### src/hw/fetch_consts.svh
`ifndef FETCH_CONSTS_SVH
`define FETCH_CONSTS_SVH

// ---------------------------------------------------------------------------
// Address and line geometry
// ---------------------------------------------------------------------------
`define FETCH_PADDR_WIDTH    32
`define FETCH_LINE_BYTES     16
`define FETCH_OFFSET_BITS    $clog2(`FETCH_LINE_BYTES)

// L2 grant channel
`define FETCH_BEAT_WIDTH     32
`define FETCH_BEATS_PER_LINE 4

// Direct-mapped instruction cache
`define ICACHE_NUM_SETS      32
`define ICACHE_IDX_BITS      $clog2(`ICACHE_NUM_SETS)

// Boot ROM window matched on the upper address bits
`define BROM_WINDOW_BITS     16
`define BROM_WINDOW_HI       16'h0001

`endif

### src/hw/fetch_pkg.sv
`include "fetch_consts.svh"

package fetch_pkg;

    // -----------------------------------------------------------------------
    // Address and data widths
    // -----------------------------------------------------------------------
    typedef logic [`FETCH_PADDR_WIDTH-1:0] paddr_t;
    typedef logic [`FETCH_PADDR_WIDTH-`FETCH_OFFSET_BITS-1:0] line_addr_t;  // No byte offset

    typedef logic [`ICACHE_IDX_BITS-1:0] icache_idx_t;
    typedef logic [`FETCH_PADDR_WIDTH-`FETCH_OFFSET_BITS-`ICACHE_IDX_BITS-1:0] icache_tag_t;

    typedef logic [`FETCH_LINE_BYTES*8-1:0] fetch_line_t;
    typedef logic [`FETCH_BEAT_WIDTH-1:0] grant_beat_t;
    typedef logic [$clog2(`FETCH_BEATS_PER_LINE)-1:0] beat_idx_t;

    // Cache miss handling
    typedef enum logic [1:0] {
        REFILL_IDLE,
        REFILL_ACQUIRE,
        REFILL_WAIT_LINE
    } refill_state_t;

    // Boot ROM line buffer
    typedef enum logic [1:0] {
        NC_IDLE,
        NC_REQUEST,
        NC_WAIT_LINE
    } nc_state_t;

endpackage

### src/hw/fetch_req_router.sv
`timescale 1ns/1ps
`include "fetch_consts.svh"

module fetch_req_router (
    input  logic                   clk_i,
    input  logic                   reset_i,
    input  logic                   fetch_req_i,
    input  fetch_pkg::paddr_t      fetch_addr_i,
    input  logic                   fetch_kill_i,
    input  logic                   done_i,
    output logic                   fetch_ready_o,
    output logic                   cache_req_o,
    output logic                   nc_req_o,
    output fetch_pkg::line_addr_t  req_line_o,
    output logic                   pending_kill_o
);

    logic busy_q;
    logic kill_q;
    logic accept;
    logic in_window;

    // Done frees the slot in the same cycle
    assign fetch_ready_o = ~busy_q | done_i;
    assign accept        = fetch_req_i & fetch_ready_o;

    assign in_window = fetch_addr_i[`FETCH_PADDR_WIDTH-1 -: `BROM_WINDOW_BITS] == `BROM_WINDOW_HI;
    assign req_line_o = fetch_addr_i[`FETCH_PADDR_WIDTH-1:`FETCH_OFFSET_BITS];

    assign cache_req_o = accept & ~in_window;
    assign nc_req_o    = accept & in_window;  // Boot ROM path

    // Kill seen this cycle counts at once
    assign pending_kill_o = busy_q & (kill_q | fetch_kill_i);

    // -----------------------------------------------------------------------
    // Outstanding request tracking
    // -----------------------------------------------------------------------
    always_ff @(posedge clk_i) begin
        if (reset_i) begin
            busy_q <= 1'b0;
            kill_q <= 1'b0;
        end else if (accept) begin
            busy_q <= 1'b1;
            kill_q <= 1'b0;
        end else if (done_i) begin
            busy_q <= 1'b0;
            kill_q <= 1'b0;
        end else if (fetch_kill_i && busy_q) begin
            kill_q <= 1'b1;  // Sticky until done
        end
    end

endmodule

### src/hw/grant_collector.sv
`timescale 1ns/1ps
`include "fetch_consts.svh"

module grant_collector (
    input  logic                    clk_i,
    input  logic                    reset_i,
    input  logic                    l2_grant_valid_i,
    input  fetch_pkg::grant_beat_t  l2_grant_data_i,
    input  fetch_pkg::beat_idx_t    l2_grant_beat_i,
    input  logic                    l2_grant_inval_i,
    input  fetch_pkg::icache_idx_t  l2_grant_inval_idx_i,
    output logic                    line_valid_o,
    output fetch_pkg::fetch_line_t  line_o,
    output logic                    inval_o,
    output fetch_pkg::icache_idx_t  inval_idx_o
);

    fetch_pkg::grant_beat_t [`FETCH_BEATS_PER_LINE-1:0] beat_q;  // Beat 0 in the low word
    fetch_pkg::icache_idx_t inval_idx_q;
    logic data_beat;
    logic last_beat;
    logic line_valid_q;
    logic inval_q;

    assign data_beat = l2_grant_valid_i & ~l2_grant_inval_i;
    assign last_beat = l2_grant_beat_i == fetch_pkg::beat_idx_t'(`FETCH_BEATS_PER_LINE - 1);

    // Beat storage
    always_ff @(posedge clk_i) begin
        if (data_beat) begin
            beat_q[l2_grant_beat_i] <= l2_grant_data_i;
        end
        inval_idx_q <= l2_grant_inval_idx_i;
    end

    always_ff @(posedge clk_i) begin
        if (reset_i) begin
            line_valid_q <= 1'b0;
            inval_q      <= 1'b0;
        end else begin
            line_valid_q <= data_beat & last_beat;
            inval_q      <= l2_grant_valid_i & l2_grant_inval_i;
        end
    end

    assign line_valid_o = line_valid_q;
    assign line_o       = beat_q;
    assign inval_o      = inval_q;
    assign inval_idx_o  = inval_idx_q;

endmodule

### src/hw/icache_lookup.sv
`timescale 1ns/1ps
`include "fetch_consts.svh"

module icache_lookup (
    input  logic                    clk_i,
    input  logic                    reset_i,
    input  logic                    flush_i,
    input  logic                    cache_req_i,
    input  fetch_pkg::line_addr_t   req_line_i,
    input  logic                    fill_i,
    input  fetch_pkg::fetch_line_t  fill_line_i,
    input  logic                    inval_i,
    input  fetch_pkg::icache_idx_t  inval_idx_i,
    output logic                    hit_o,
    output fetch_pkg::fetch_line_t  hit_data_o,
    output logic                    miss_o,
    output fetch_pkg::line_addr_t   miss_line_o
);

    fetch_pkg::icache_tag_t tag_mem [`ICACHE_NUM_SETS];
    fetch_pkg::fetch_line_t data_mem [`ICACHE_NUM_SETS];
    logic [`ICACHE_NUM_SETS-1:0] valid_q;

    fetch_pkg::icache_tag_t rd_tag_q;
    fetch_pkg::fetch_line_t rd_data_q;
    fetch_pkg::line_addr_t  line_q;
    logic                   req_q;

    fetch_pkg::icache_idx_t req_idx;
    fetch_pkg::icache_idx_t cur_idx;
    fetch_pkg::icache_tag_t cur_tag;
    logic                   tag_hit;

    assign req_idx = req_line_i[`ICACHE_IDX_BITS-1:0];
    assign cur_idx = line_q[`ICACHE_IDX_BITS-1:0];
    assign cur_tag = line_q[$bits(fetch_pkg::line_addr_t)-1:`ICACHE_IDX_BITS];

    // -----------------------------------------------------------------------
    // Compare stage one cycle after the request
    // -----------------------------------------------------------------------
    assign tag_hit = req_q & valid_q[cur_idx] & (rd_tag_q == cur_tag);

    // A fill returns the missed line as the response
    assign hit_o       = tag_hit | fill_i;
    assign hit_data_o  = fill_i ? fill_line_i : rd_data_q;
    assign miss_o      = req_q & ~tag_hit;
    assign miss_line_o = line_q;

    // Tag and data arrays
    always_ff @(posedge clk_i) begin
        if (cache_req_i) begin
            rd_tag_q  <= tag_mem[req_idx];
            rd_data_q <= data_mem[req_idx];
            line_q    <= req_line_i;  // Held through the refill
        end
        if (fill_i) begin
            tag_mem[cur_idx]  <= cur_tag;
            data_mem[cur_idx] <= fill_line_i;
        end
    end

    always_ff @(posedge clk_i) begin
        if (reset_i) begin
            req_q   <= 1'b0;
            valid_q <= '0;
        end else begin
            req_q <= cache_req_i;
            if (fill_i) begin
                valid_q[cur_idx] <= 1'b1;
            end
            if (inval_i) begin
                valid_q[inval_idx_i] <= 1'b0;  // Wins over a fill
            end
            if (flush_i) begin
                valid_q <= '0;
            end
        end
    end

endmodule

### src/hw/icache_refill.sv
`timescale 1ns/1ps

module icache_refill (
    input  logic                    clk_i,
    input  logic                    reset_i,
    input  logic                    miss_i,
    input  fetch_pkg::line_addr_t   miss_line_i,
    input  logic                    line_valid_i,
    input  fetch_pkg::fetch_line_t  line_i,
    output logic                    acquire_valid_o,
    output fetch_pkg::line_addr_t   acquire_addr_o,
    output logic                    fill_o,
    output fetch_pkg::fetch_line_t  fill_line_o
);

    fetch_pkg::refill_state_t state_q;
    fetch_pkg::line_addr_t    addr_q;

    assign acquire_valid_o = state_q == fetch_pkg::REFILL_ACQUIRE;
    assign acquire_addr_o  = addr_q;

    // Fill goes out in the cycle the line is complete
    assign fill_o      = (state_q == fetch_pkg::REFILL_WAIT_LINE) & line_valid_i;
    assign fill_line_o = line_i;

    always_ff @(posedge clk_i) begin
        if (miss_i && state_q == fetch_pkg::REFILL_IDLE) begin
            addr_q <= miss_line_i;
        end
    end

    // -----------------------------------------------------------------------
    // Miss FSM
    // -----------------------------------------------------------------------
    always_ff @(posedge clk_i) begin
        if (reset_i) begin
            state_q <= fetch_pkg::REFILL_IDLE;
        end else begin
            case (state_q)
                fetch_pkg::REFILL_IDLE: begin
                    if (miss_i) begin
                        state_q <= fetch_pkg::REFILL_ACQUIRE;
                    end
                end
                fetch_pkg::REFILL_ACQUIRE: begin
                    state_q <= fetch_pkg::REFILL_WAIT_LINE;  // Single strobe
                end
                fetch_pkg::REFILL_WAIT_LINE: begin
                    if (line_valid_i) begin
                        state_q <= fetch_pkg::REFILL_IDLE;
                    end
                end
                default: begin
                    state_q <= fetch_pkg::REFILL_IDLE;
                end
            endcase
        end
    end

endmodule

### src/hw/nc_fetch_buffer.sv
`timescale 1ns/1ps

module nc_fetch_buffer (
    input  logic                    clk_i,
    input  logic                    reset_i,
    input  logic                    flush_i,
    input  logic                    nc_req_i,
    input  fetch_pkg::line_addr_t   req_line_i,
    input  logic                    line_valid_i,
    input  fetch_pkg::fetch_line_t  line_i,
    output logic                    brom_req_valid_o,
    output fetch_pkg::line_addr_t   brom_req_address_o,
    output logic                    resp_valid_o,
    output fetch_pkg::fetch_line_t  resp_data_o
);

    fetch_pkg::nc_state_t   state_q;
    fetch_pkg::line_addr_t  buf_addr_q;
    fetch_pkg::fetch_line_t buf_line_q;
    logic buf_valid_q;
    logic resp_q;
    logic hit;
    logic take_miss;
    logic line_done;

    assign hit       = buf_valid_q & ~flush_i & (buf_addr_q == req_line_i);
    assign take_miss = nc_req_i & ~hit & (state_q == fetch_pkg::NC_IDLE);
    assign line_done = line_valid_i & (state_q == fetch_pkg::NC_WAIT_LINE);

    assign brom_req_valid_o   = state_q == fetch_pkg::NC_REQUEST;
    assign brom_req_address_o = buf_addr_q;
    assign resp_valid_o       = resp_q;
    assign resp_data_o        = buf_line_q;  // Same register for a hit or a fresh line

    always_ff @(posedge clk_i) begin
        if (take_miss) begin
            buf_addr_q <= req_line_i;
        end
        if (line_done) begin
            buf_line_q <= line_i;
        end
    end

    // -----------------------------------------------------------------------
    // Buffer control
    // -----------------------------------------------------------------------
    always_ff @(posedge clk_i) begin
        if (reset_i) begin
            state_q     <= fetch_pkg::NC_IDLE;
            buf_valid_q <= 1'b0;
            resp_q      <= 1'b0;
        end else begin
            resp_q <= nc_req_i & hit;
            if (flush_i || take_miss) begin
                buf_valid_q <= 1'b0;
            end
            case (state_q)
                fetch_pkg::NC_IDLE: begin
                    if (take_miss) begin
                        state_q <= fetch_pkg::NC_REQUEST;
                    end
                end
                fetch_pkg::NC_REQUEST: begin
                    state_q <= fetch_pkg::NC_WAIT_LINE;
                end
                fetch_pkg::NC_WAIT_LINE: begin
                    if (line_valid_i) begin
                        buf_valid_q <= 1'b1;
                        resp_q      <= 1'b1;
                        state_q     <= fetch_pkg::NC_IDLE;
                    end
                end
                default: begin
                    state_q <= fetch_pkg::NC_IDLE;
                end
            endcase
        end
    end

endmodule

### src/hw/fetch_resp_merge.sv
`timescale 1ns/1ps

module fetch_resp_merge (
    input  logic                    clk_i,
    input  logic                    reset_i,
    input  logic                    cache_valid_i,
    input  fetch_pkg::fetch_line_t  cache_data_i,
    input  logic                    nc_valid_i,
    input  fetch_pkg::fetch_line_t  nc_data_i,
    input  logic                    pending_kill_i,
    output logic                    done_o,
    output logic                    fetch_resp_valid_o,
    output fetch_pkg::fetch_line_t  fetch_resp_data_o
);

    fetch_pkg::fetch_line_t data_q;
    logic any_valid;
    logic valid_q;
    logic done_q;

    assign any_valid = cache_valid_i | nc_valid_i;  // Never both at once

    always_ff @(posedge clk_i) begin
        if (any_valid) begin
            data_q <= nc_valid_i ? nc_data_i : cache_data_i;
        end
    end

    always_ff @(posedge clk_i) begin
        if (reset_i) begin
            valid_q <= 1'b0;
            done_q  <= 1'b0;
        end else begin
            valid_q <= any_valid & ~pending_kill_i;
            done_q  <= any_valid;  // Killed requests still complete
        end
    end

    assign done_o             = done_q;
    assign fetch_resp_valid_o = valid_q;
    assign fetch_resp_data_o  = data_q;

endmodule

### src/hw/fetch_tile.sv
`timescale 1ns/1ps

module fetch_tile (
    input  logic                    clk_i,
    input  logic                    reset_i,
    // Fetch source
    input  logic                    fetch_req_i,
    input  fetch_pkg::paddr_t       fetch_addr_i,
    input  logic                    fetch_kill_i,
    input  logic                    fetch_flush_i,
    output logic                    fetch_ready_o,
    output logic                    fetch_resp_valid_o,
    output fetch_pkg::fetch_line_t  fetch_resp_data_o,
    // L2 acquire and boot ROM request
    output logic                    io_mem_acquire_valid_o,
    output fetch_pkg::line_addr_t   io_mem_acquire_addr_o,
    output logic                    brom_req_valid_o,
    output fetch_pkg::line_addr_t   brom_req_address_o,
    // L2 grant
    input  logic                    l2_grant_valid_i,
    input  fetch_pkg::grant_beat_t  l2_grant_data_i,
    input  fetch_pkg::beat_idx_t    l2_grant_beat_i,
    input  logic                    l2_grant_inval_i,
    input  fetch_pkg::icache_idx_t  l2_grant_inval_idx_i
);

    logic cache_req;
    logic nc_req;
    logic pending_kill;
    logic done;
    fetch_pkg::line_addr_t req_line;

    logic line_valid;
    logic inval;
    fetch_pkg::fetch_line_t coll_line;
    fetch_pkg::icache_idx_t inval_idx;

    logic hit;
    logic miss;
    logic fill;
    fetch_pkg::fetch_line_t hit_data;
    fetch_pkg::fetch_line_t fill_line;
    fetch_pkg::line_addr_t  miss_line;

    logic nc_resp_valid;
    fetch_pkg::fetch_line_t nc_resp_data;

    // -----------------------------------------------------------------------
    // Input side
    // -----------------------------------------------------------------------
    fetch_req_router i_router (
        .clk_i, .reset_i, .fetch_req_i, .fetch_addr_i, .fetch_kill_i,
        .done_i(done), .fetch_ready_o, .cache_req_o(cache_req), .nc_req_o(nc_req),
        .req_line_o(req_line), .pending_kill_o(pending_kill)
    );

    grant_collector i_grant_collector (
        .clk_i, .reset_i, .l2_grant_valid_i, .l2_grant_data_i, .l2_grant_beat_i,
        .l2_grant_inval_i, .l2_grant_inval_idx_i, .line_valid_o(line_valid),
        .line_o(coll_line), .inval_o(inval), .inval_idx_o(inval_idx)
    );

    // Cache path
    icache_lookup i_icache_lookup (
        .clk_i, .reset_i, .flush_i(fetch_flush_i), .cache_req_i(cache_req),
        .req_line_i(req_line), .fill_i(fill), .fill_line_i(fill_line), .inval_i(inval),
        .inval_idx_i(inval_idx), .hit_o(hit), .hit_data_o(hit_data), .miss_o(miss),
        .miss_line_o(miss_line)
    );

    icache_refill i_icache_refill (
        .clk_i, .reset_i, .miss_i(miss), .miss_line_i(miss_line),
        .line_valid_i(line_valid), .line_i(coll_line),
        .acquire_valid_o(io_mem_acquire_valid_o), .acquire_addr_o(io_mem_acquire_addr_o),
        .fill_o(fill), .fill_line_o(fill_line)
    );

    // Boot ROM path
    nc_fetch_buffer i_nc_fetch_buffer (
        .clk_i, .reset_i, .flush_i(fetch_flush_i), .nc_req_i(nc_req),
        .req_line_i(req_line), .line_valid_i(line_valid), .line_i(coll_line),
        .brom_req_valid_o, .brom_req_address_o, .resp_valid_o(nc_resp_valid),
        .resp_data_o(nc_resp_data)
    );

    // -----------------------------------------------------------------------
    // Output side
    // -----------------------------------------------------------------------
    fetch_resp_merge i_resp_merge (
        .clk_i, .reset_i, .cache_valid_i(hit), .cache_data_i(hit_data),
        .nc_valid_i(nc_resp_valid), .nc_data_i(nc_resp_data),
        .pending_kill_i(pending_kill), .done_o(done), .fetch_resp_valid_o,
        .fetch_resp_data_o
    );

endmodule

### config.mk
export PLATFORM = sky130hd
export DESIGN_NAME = fetch_tile
export DESIGN_NICKNAME = d
export VERILOG_FILES = /design/src/hw/fetch_pkg.sv /design/src/hw/fetch_req_router.sv /design/src/hw/grant_collector.sv /design/src/hw/icache_lookup.sv /design/src/hw/icache_refill.sv /design/src/hw/nc_fetch_buffer.sv /design/src/hw/fetch_resp_merge.sv /design/src/hw/fetch_tile.sv
export VERILOG_INCLUDE_DIRS = /design/src /design/src/hw
export SDC_FILE = /design/constraint.sdc
export NUM_CORES = 2
export LEC_CHECK = 0
export ABC_CLOCK_PERIOD_IN_PS = 9100
export BUFFER_PORTS_ARGS = -buffer_cell sky130_fd_sc_hd__buf_2
export CAP_MARGIN = 30
export CORE_MARGIN = 3
export CORE_UTILIZATION = 52
export CTS_CLUSTER_SIZE = 25
export DETAILED_ROUTE_END_ITERATION = 7
export PLACE_DENSITY = 0.7
export SLEW_MARGIN = 40
export SYNTH_ARGS = -nofsm -noshare
export SYNTH_HDL_FRONTEND = slang
export SYNTH_MEMORY_MAX_BITS = 65536
export SYNTH_SLANG_ARGS = --single-unit
### constraint.sdc
create_clock -name clk_i -period 9.1 [get_ports clk_i]
set_clock_uncertainty 0.2 [all_clocks]
set_input_delay 0.455 -clock clk_i [delete_from_list [all_inputs] [get_ports clk_i]]
set_output_delay 0.455 -clock clk_i [all_outputs]
set_load 0.01 [all_outputs]
Word-level counts from Yosys, hierarchy flattened

Memories as Yosys holds them, arrays and structs flattened. A register that Yosys moved wholly into a read port is not among the register bits.
Cells that the tools add are included.

Word-level logic and storage cells: 115
Memory bits (writable): 4832
Bits in registers: 518
Memories: 2

Equal/unequal tests: 12
Order comparisons: 6
Bitwise operators: 32
Multiplexer cells: 28
Reduce and logical (&&, ||, !) cells: 13

Memory list:

| memory                   | words | width | rd ports | clocked after memory_dff | write ports | line                | RTL |
|---|---|---|---|---|---|---|---|
| i_icache_lookup.data_mem | 32    | 128   | 1        | 1                        | 1           | icache_lookup.sv:21 | `` fetch_pkg::fetch_line_t data_mem [`ICACHE_NUM_SETS]; `` |
| i_icache_lookup.tag_mem  | 32    | 23    | 1        | 1                        | 1           | icache_lookup.sv:20 | `` fetch_pkg::icache_tag_t tag_mem [`ICACHE_NUM_SETS]; `` |

Operator list:

| kind                                                                  | number |
|---|---|
| 128-bit 2-to-1 mux                                                    | 2 |
| 128-bit bitwise mux                                                   | 1 |
| 32-bit 2-to-1 mux                                                     | 4 |
| 32-bit demux with 2-bit select                                        | 1 |
| 32-bit bitwise AND                                                    | 1 |
| 32-bit NOT                                                            | 1 |
| 32-bit OR                                                             | 1 |
| 28-bit == test                                                        | 1 |
| 23-bit == test                                                        | 1 |
| 1-bit bitwise AND                                                     | 18 |
| 16-bit by 1-bit == test with 1-bit output, second input constant      | 1 |
| 5-bit by 6-bit < comparator with 1-bit output, second input constant  | 2 |
| 1-bit 2-to-1 mux                                                      | 12 |
| 2-bit case mux with 3 select lines                                    | 2 |
| 1-bit demux with 5-bit select                                         | 2 |
| 5-bit by 1-bit >= comparator with 1-bit output, second input constant | 2 |
| 1-bit NOT                                                             | 7 |
| 2-bit == test, second input constant                                  | 3 |
| 2-bit 2-to-1 mux                                                      | 3 |
| 1-bit binary-select mux with 5-bit select                             | 1 |
| 1-bit logical AND                                                     | 5 |
| 2-bit by 1-bit == test with 1-bit output, second input constant       | 2 |
| 2-bit zero test                                                       | 2 |
| 2-bit by 1-bit != test with 1-bit output, second input constant       | 2 |
| other kinds (9)                                                       | 14 |

Logic depth before layout (Yosys ltp)

Depth in word-level cells: 10
Depth in mapped cells: 10
Gate-level depth less buffers: 6

Cells and area by module

From an unflattened synthesis, not the netlist that was laid out.

Cell total of the unflattened synthesis: 9782
Area, all modules: 210780.9 um^2

By module, submodules not included:

| module           | cells an instance | area an instance (um^2) | times used |
|---|---|---|---|
| icache_lookup    | 8942              | 193818.4                | 1 |
| fetch_resp_merge | 276               | 5492.8                  | 1 |
| nc_fetch_buffer  | 212               | 5170.0                  | 1 |
| grant_collector  | 143               | 4033.9                  | 1 |
| icache_refill    | 164               | 1896.8                  | 1 |
| fetch_req_router | 45                | 369.1                   | 1 |

Worst setup path after synthesis

Ideal clock, no wire load.

Kind: input to register
Start: input port fetch_addr_i[16]
End: register i_icache_lookup.line_q[0], in the netlist i_icache_lookup.miss_line_o[0], enable pin
Data arrival time: 8573 ps
Buffers on the path: 0
Path slack: -416 ps
Data required time: 8157 ps
Setup time: 743 ps
Stages: 3
Path through: nor4b_1 > nand4_1 > nor2b_1

Longest elaborated chain between the ends: 3

RTL lines:

| item                                                       | line                   | RTL |
|---|---|---|
| start: declaration                                         | fetch_tile.sv:8        | `input fetch_pkg::paddr_t fetch_addr_i,` |
| 16-bit by 1-bit == test with 1-bit output (no source line) | --                     |  |
| 1-bit NOT                                                  | fetch_req_router.sv:30 | `assign cache_req_o = accept & ~in_window;` |
| 1-bit bitwise AND                                          | fetch_req_router.sv:30 |  |
| net cache_req                                              | fetch_tile.sv:27       | `logic cache_req;` |
| end signal: assignment                                     | icache_lookup.sv:54    | `line_q <= req_line_i;` |
| end: declaration                                           | icache_lookup.sv:26    | `fetch_pkg::line_addr_t line_q;` |

The timed path passes the listed nets, and every way through them passes these cells.
A chain may end at the register's enable or synchronous reset.

Worst setup path in the final report

Start: register i_grant_collector.line_valid_q, in the netlist i_grant_collector.line_valid_o
End: memory i_icache_lookup.data_mem[19][102] in the netlist's numbering, enable pin

Longest elaborated chain between the ends: 3

RTL lines:

| item                                   | line                  | RTL |
|---|---|---|
| start: declaration                     | grant_collector.sv:22 | `logic line_valid_q;` |
| start signal: assignment               | grant_collector.sv:41 | `line_valid_q <= data_beat & last_beat;` |
| 1-bit bitwise AND                      | icache_refill.sv:23   | `assign fill_o = (state_q == fetch_pkg::REFILL_WAIT_LINE) & line_valid_i;` |
| 1-bit 2-to-1 mux                       | icache_lookup.sv:56   | `if (fill_i) begin` |
| 1-bit 2-to-1 mux (implied by the code) | icache_lookup.sv:58   | `data_mem[cur_idx] <= fill_line_i;` |
| end: declaration                       | icache_lookup.sv:21   |  |

No other way between the ends.

==> flow_metrics.tcl <==
set metrics [dict create \
    synthFlopType "edfxtp_1" \
    cp_top_family "simple AND/OR/NAND/NOR gates" \
    clockBufferDepth 4 \
    post_cts_buffers 0 \
    track_usage 0.259 \
    hold_violations 0 \
    cts_buffers 537 \
    wl_per_cell_um 35.4 \
    period_minus_slack_ns 4.79 \
    crit_type "reg2reg" \
    via_per_inst 6.52 \
    synth_area_um2 206000 \
    fmax_mhz 209 \
    status "finished, final reports clean" \
    p_leak_uw 0.0730 \
    drcViolationCount 0 \
    row_count 230 \
    syn_nets 8325 \
    grt_pass1_vias 96500 \
    grt_pass1_wl_mm 742 \
    firstDrtPassIters 5 \
    antenna_found_initial 25 \
    critPathBufInv 3 \
    yosysUniqueCellTypes 41 \
    hp-class "in2reg" \
    cp-start-kind "register" \
    die-area_um2 405000 \
    cp_data_required_time_ns 9.54 \
    power_uw 51400 \
    cts_resized 0 \
    rsz0062_at_grt "no" \
    cpPeakStageDelay_ns 0.83 \
    drt_iter0_markers 13800 \
    synth-seq-cells 5501 \
    core_um2 394000 \
    ant_nets 0 \
    power_density_nw_per_um2 218 \
    slew_headroom 0.329 \
    num_io_pins 266 \
    cp-end-kind "register" \
    synth_cells 8247 \
    fp.dieH_um 636 \
    clockRootBuffer "clkbuf_16" \
    postRouteWirelength_mm 525 \
    maxCapViolCount 0 \
    die_w_um 636 \
    synth_edf_count 5451 \
    cts_tree "built" \
    synth_area_leaders "edfxtp_1 79%, mux4_2 16%, mux2i_1 0.80%, mux2_2 0.79%, dfxtp_1 0.48%" \
    dp_hpwl_mm 258 \
    drive_above_1_share 0.326 \
    yosysTopAreaCellShare 0.793 \
    cts_hold_buf 99 \
    max-vdd-ir-drop_mv 0.179 \
    clkSinkCount 5501 \
    start_util 0.524 \
    yosysTopAreaCell "edfxtp_1" \
    cp_cell_sequence "and3b_4 > nand3_2 > nor2_4 > buf_12 > buf_16 > buf_4" \
    fin_util 0.598 \
    syn_area_per_cell_um2 25.0 \
    drv_slew 0 \
    h-tree-depth 6 \
    areaGrowthSynthToFinish_pct 14.2 \
    grt_max_degree 139 \
    nNetsFinal 9210 \
    worstPathArrival_ns 5.23 \
    finalSetupViolations 0 \
    yosysMostFrequentCell "edfxtp_1" \
    clk-insertion-delay-late_ns 1.02 \
    overflow 0 \
    fin_crit_sh 0.526 \
    yosys_warnings 0 \
    gp_congestion 0.794 \
    worstMarginPinSlew_ns 1.01 \
    fin_setup_tns_ns 0 \
    path_max_fanout 46 \
    synth_commonest_cells "5451 x edfxtp_1, 1496 x mux4_2, 219 x clkbuf_1" \
    io_buffers 261 \
    vias 96600 \
    yosysSeqAreaShare 0.798 \
    clkTransAtPathRegs_ns 0.07 \
    critPathSlowestCell "and3b_4" \
    synthArstFlopShare 0 \
]
## flip-flops by register name (all words and copies together), names as in the netlist, 23 cells and up
name and cells:
i_icache_lookup.tag_mem 736, i_icache_refill.acquire_addr_o 28, i_icache_lookup.valid_q 32, i_icache_lookup.miss_line_o 28, i_icache_lookup.rd_tag_q 23, i_resp_merge.fetch_resp_data_o 128, i_nc_fetch_buffer.brom_req_address_o 28, i_grant_collector.line_o 128
i_icache_lookup.rd_data_q 128, i_icache_lookup.data_mem 4096, i_nc_fetch_buffer.resp_data_o 128
## worst paths after layout
check / from / to / slack (ns) / depth (start not counted)
max: i_grant_collector.line_valid_o / i_icache_lookup.data_mem[19][102] / 4.31 / 6
max reg2reg: i_grant_collector.line_valid_o / i_icache_lookup.data_mem[19][102] / 4.31 / 6
min: fetch_addr_i[11] / i_nc_fetch_buffer.brom_req_address_o[7] / 0.08 / 2
min reg2reg: i_resp_merge.done_o / i_router.kill_q / 0.23 / 1
## where the power goes
part           internal (uW)  total (uW)  switching (uW)
registers              27800       27900            82.9
logic                    901        1950            1050
clock network          12300       21600            9280
total                  41000       51400           10400
## through the flow
stage          setup WS [ns]  hold WS [ns]  area [um^2]  cells
4_1_cts                 3.98        0.0155       234000  14700
3_5_place_dp            4.03         0.227       217000  13600
3_3_place_gp            4.08         0.223       216000  13600
2_1_floorplan          0.352         0.192       206000   8247
5_1_grt                 4.35        0.0524       236000  14800
6_report                4.31        0.0800       236000  14800
## cell families (layout without fill, tap and decap cells)
| logic type | count (synthesis) | after routing | synth area share |
|---|---|---|---|
| and+or+nand+nor | 279 | 279 | 0.00622 |
| AOI/OAI and AO/OA | 192 | 192 | 0.00599 |
| xor gates and xnor gates | 51 | 51 | 0.00216 |
| other | 0 | 42 | 0 |
| muxes | 1805 | 1805 | 0.179 |
| buffers and inverters | 419 | 1720 | 0.00880 |
| DFF | 5501 | 5501 | 0.798 |
## final cells by class
type | instances | area [um^2]
clock inverters | 282 | 2640
clock buffers | 673 | 14300
well taps | 5220 | 6530
flip-flops and latches | 5501 | 165000
inverters | 9 | 41.3
multi-input cells | 2327 | 40300
repair buffers | 756 | 7110
diodes | 42 | 105
fillers | 26100 | 158000
## cells in the final DEF (no fill, tap or decap), drive strengths merged, types with 10 or more instances in the layout
| cell type | instances |
|---|---|
| buf | 657 |
| bufinv | 39 |
| clkbuf | 673 |
| clkinv | 202 |
| dfxtp | 50 |
| diode | 42 |
| dlygate4sd3 | 99 |
| edfxtp | 5451 |
| inv | 41 |
| mux2 | 144 |
| mux2i | 165 |
| mux4 | 1496 |
| nand2 | 137 |
| nand3b | 13 |
| nand4 | 17 |
| nor2 | 55 |
| nor3 | 10 |
| nor4 | 12 |
| o21ai | 129 |
| o221a | 32 |
| xnor2 | 35 |
| xor2 | 16 |
## layer usage
| layer | GRT usage | up-vias | share of wire |
|---|---|---|---|
| li1 | - | 37500 | - |
| met1 | 0.365 | 52200 | 0.36 |
| met2 | 0.416 | 6097 | 0.49 |
| met3 | 0.0444 | 874 | 0.11 |
| met4 | 0.0916 | 6 | 0.037 |
| met5 | 0 | - | 0.000071 |
Power figures use the tool's default switching activity.
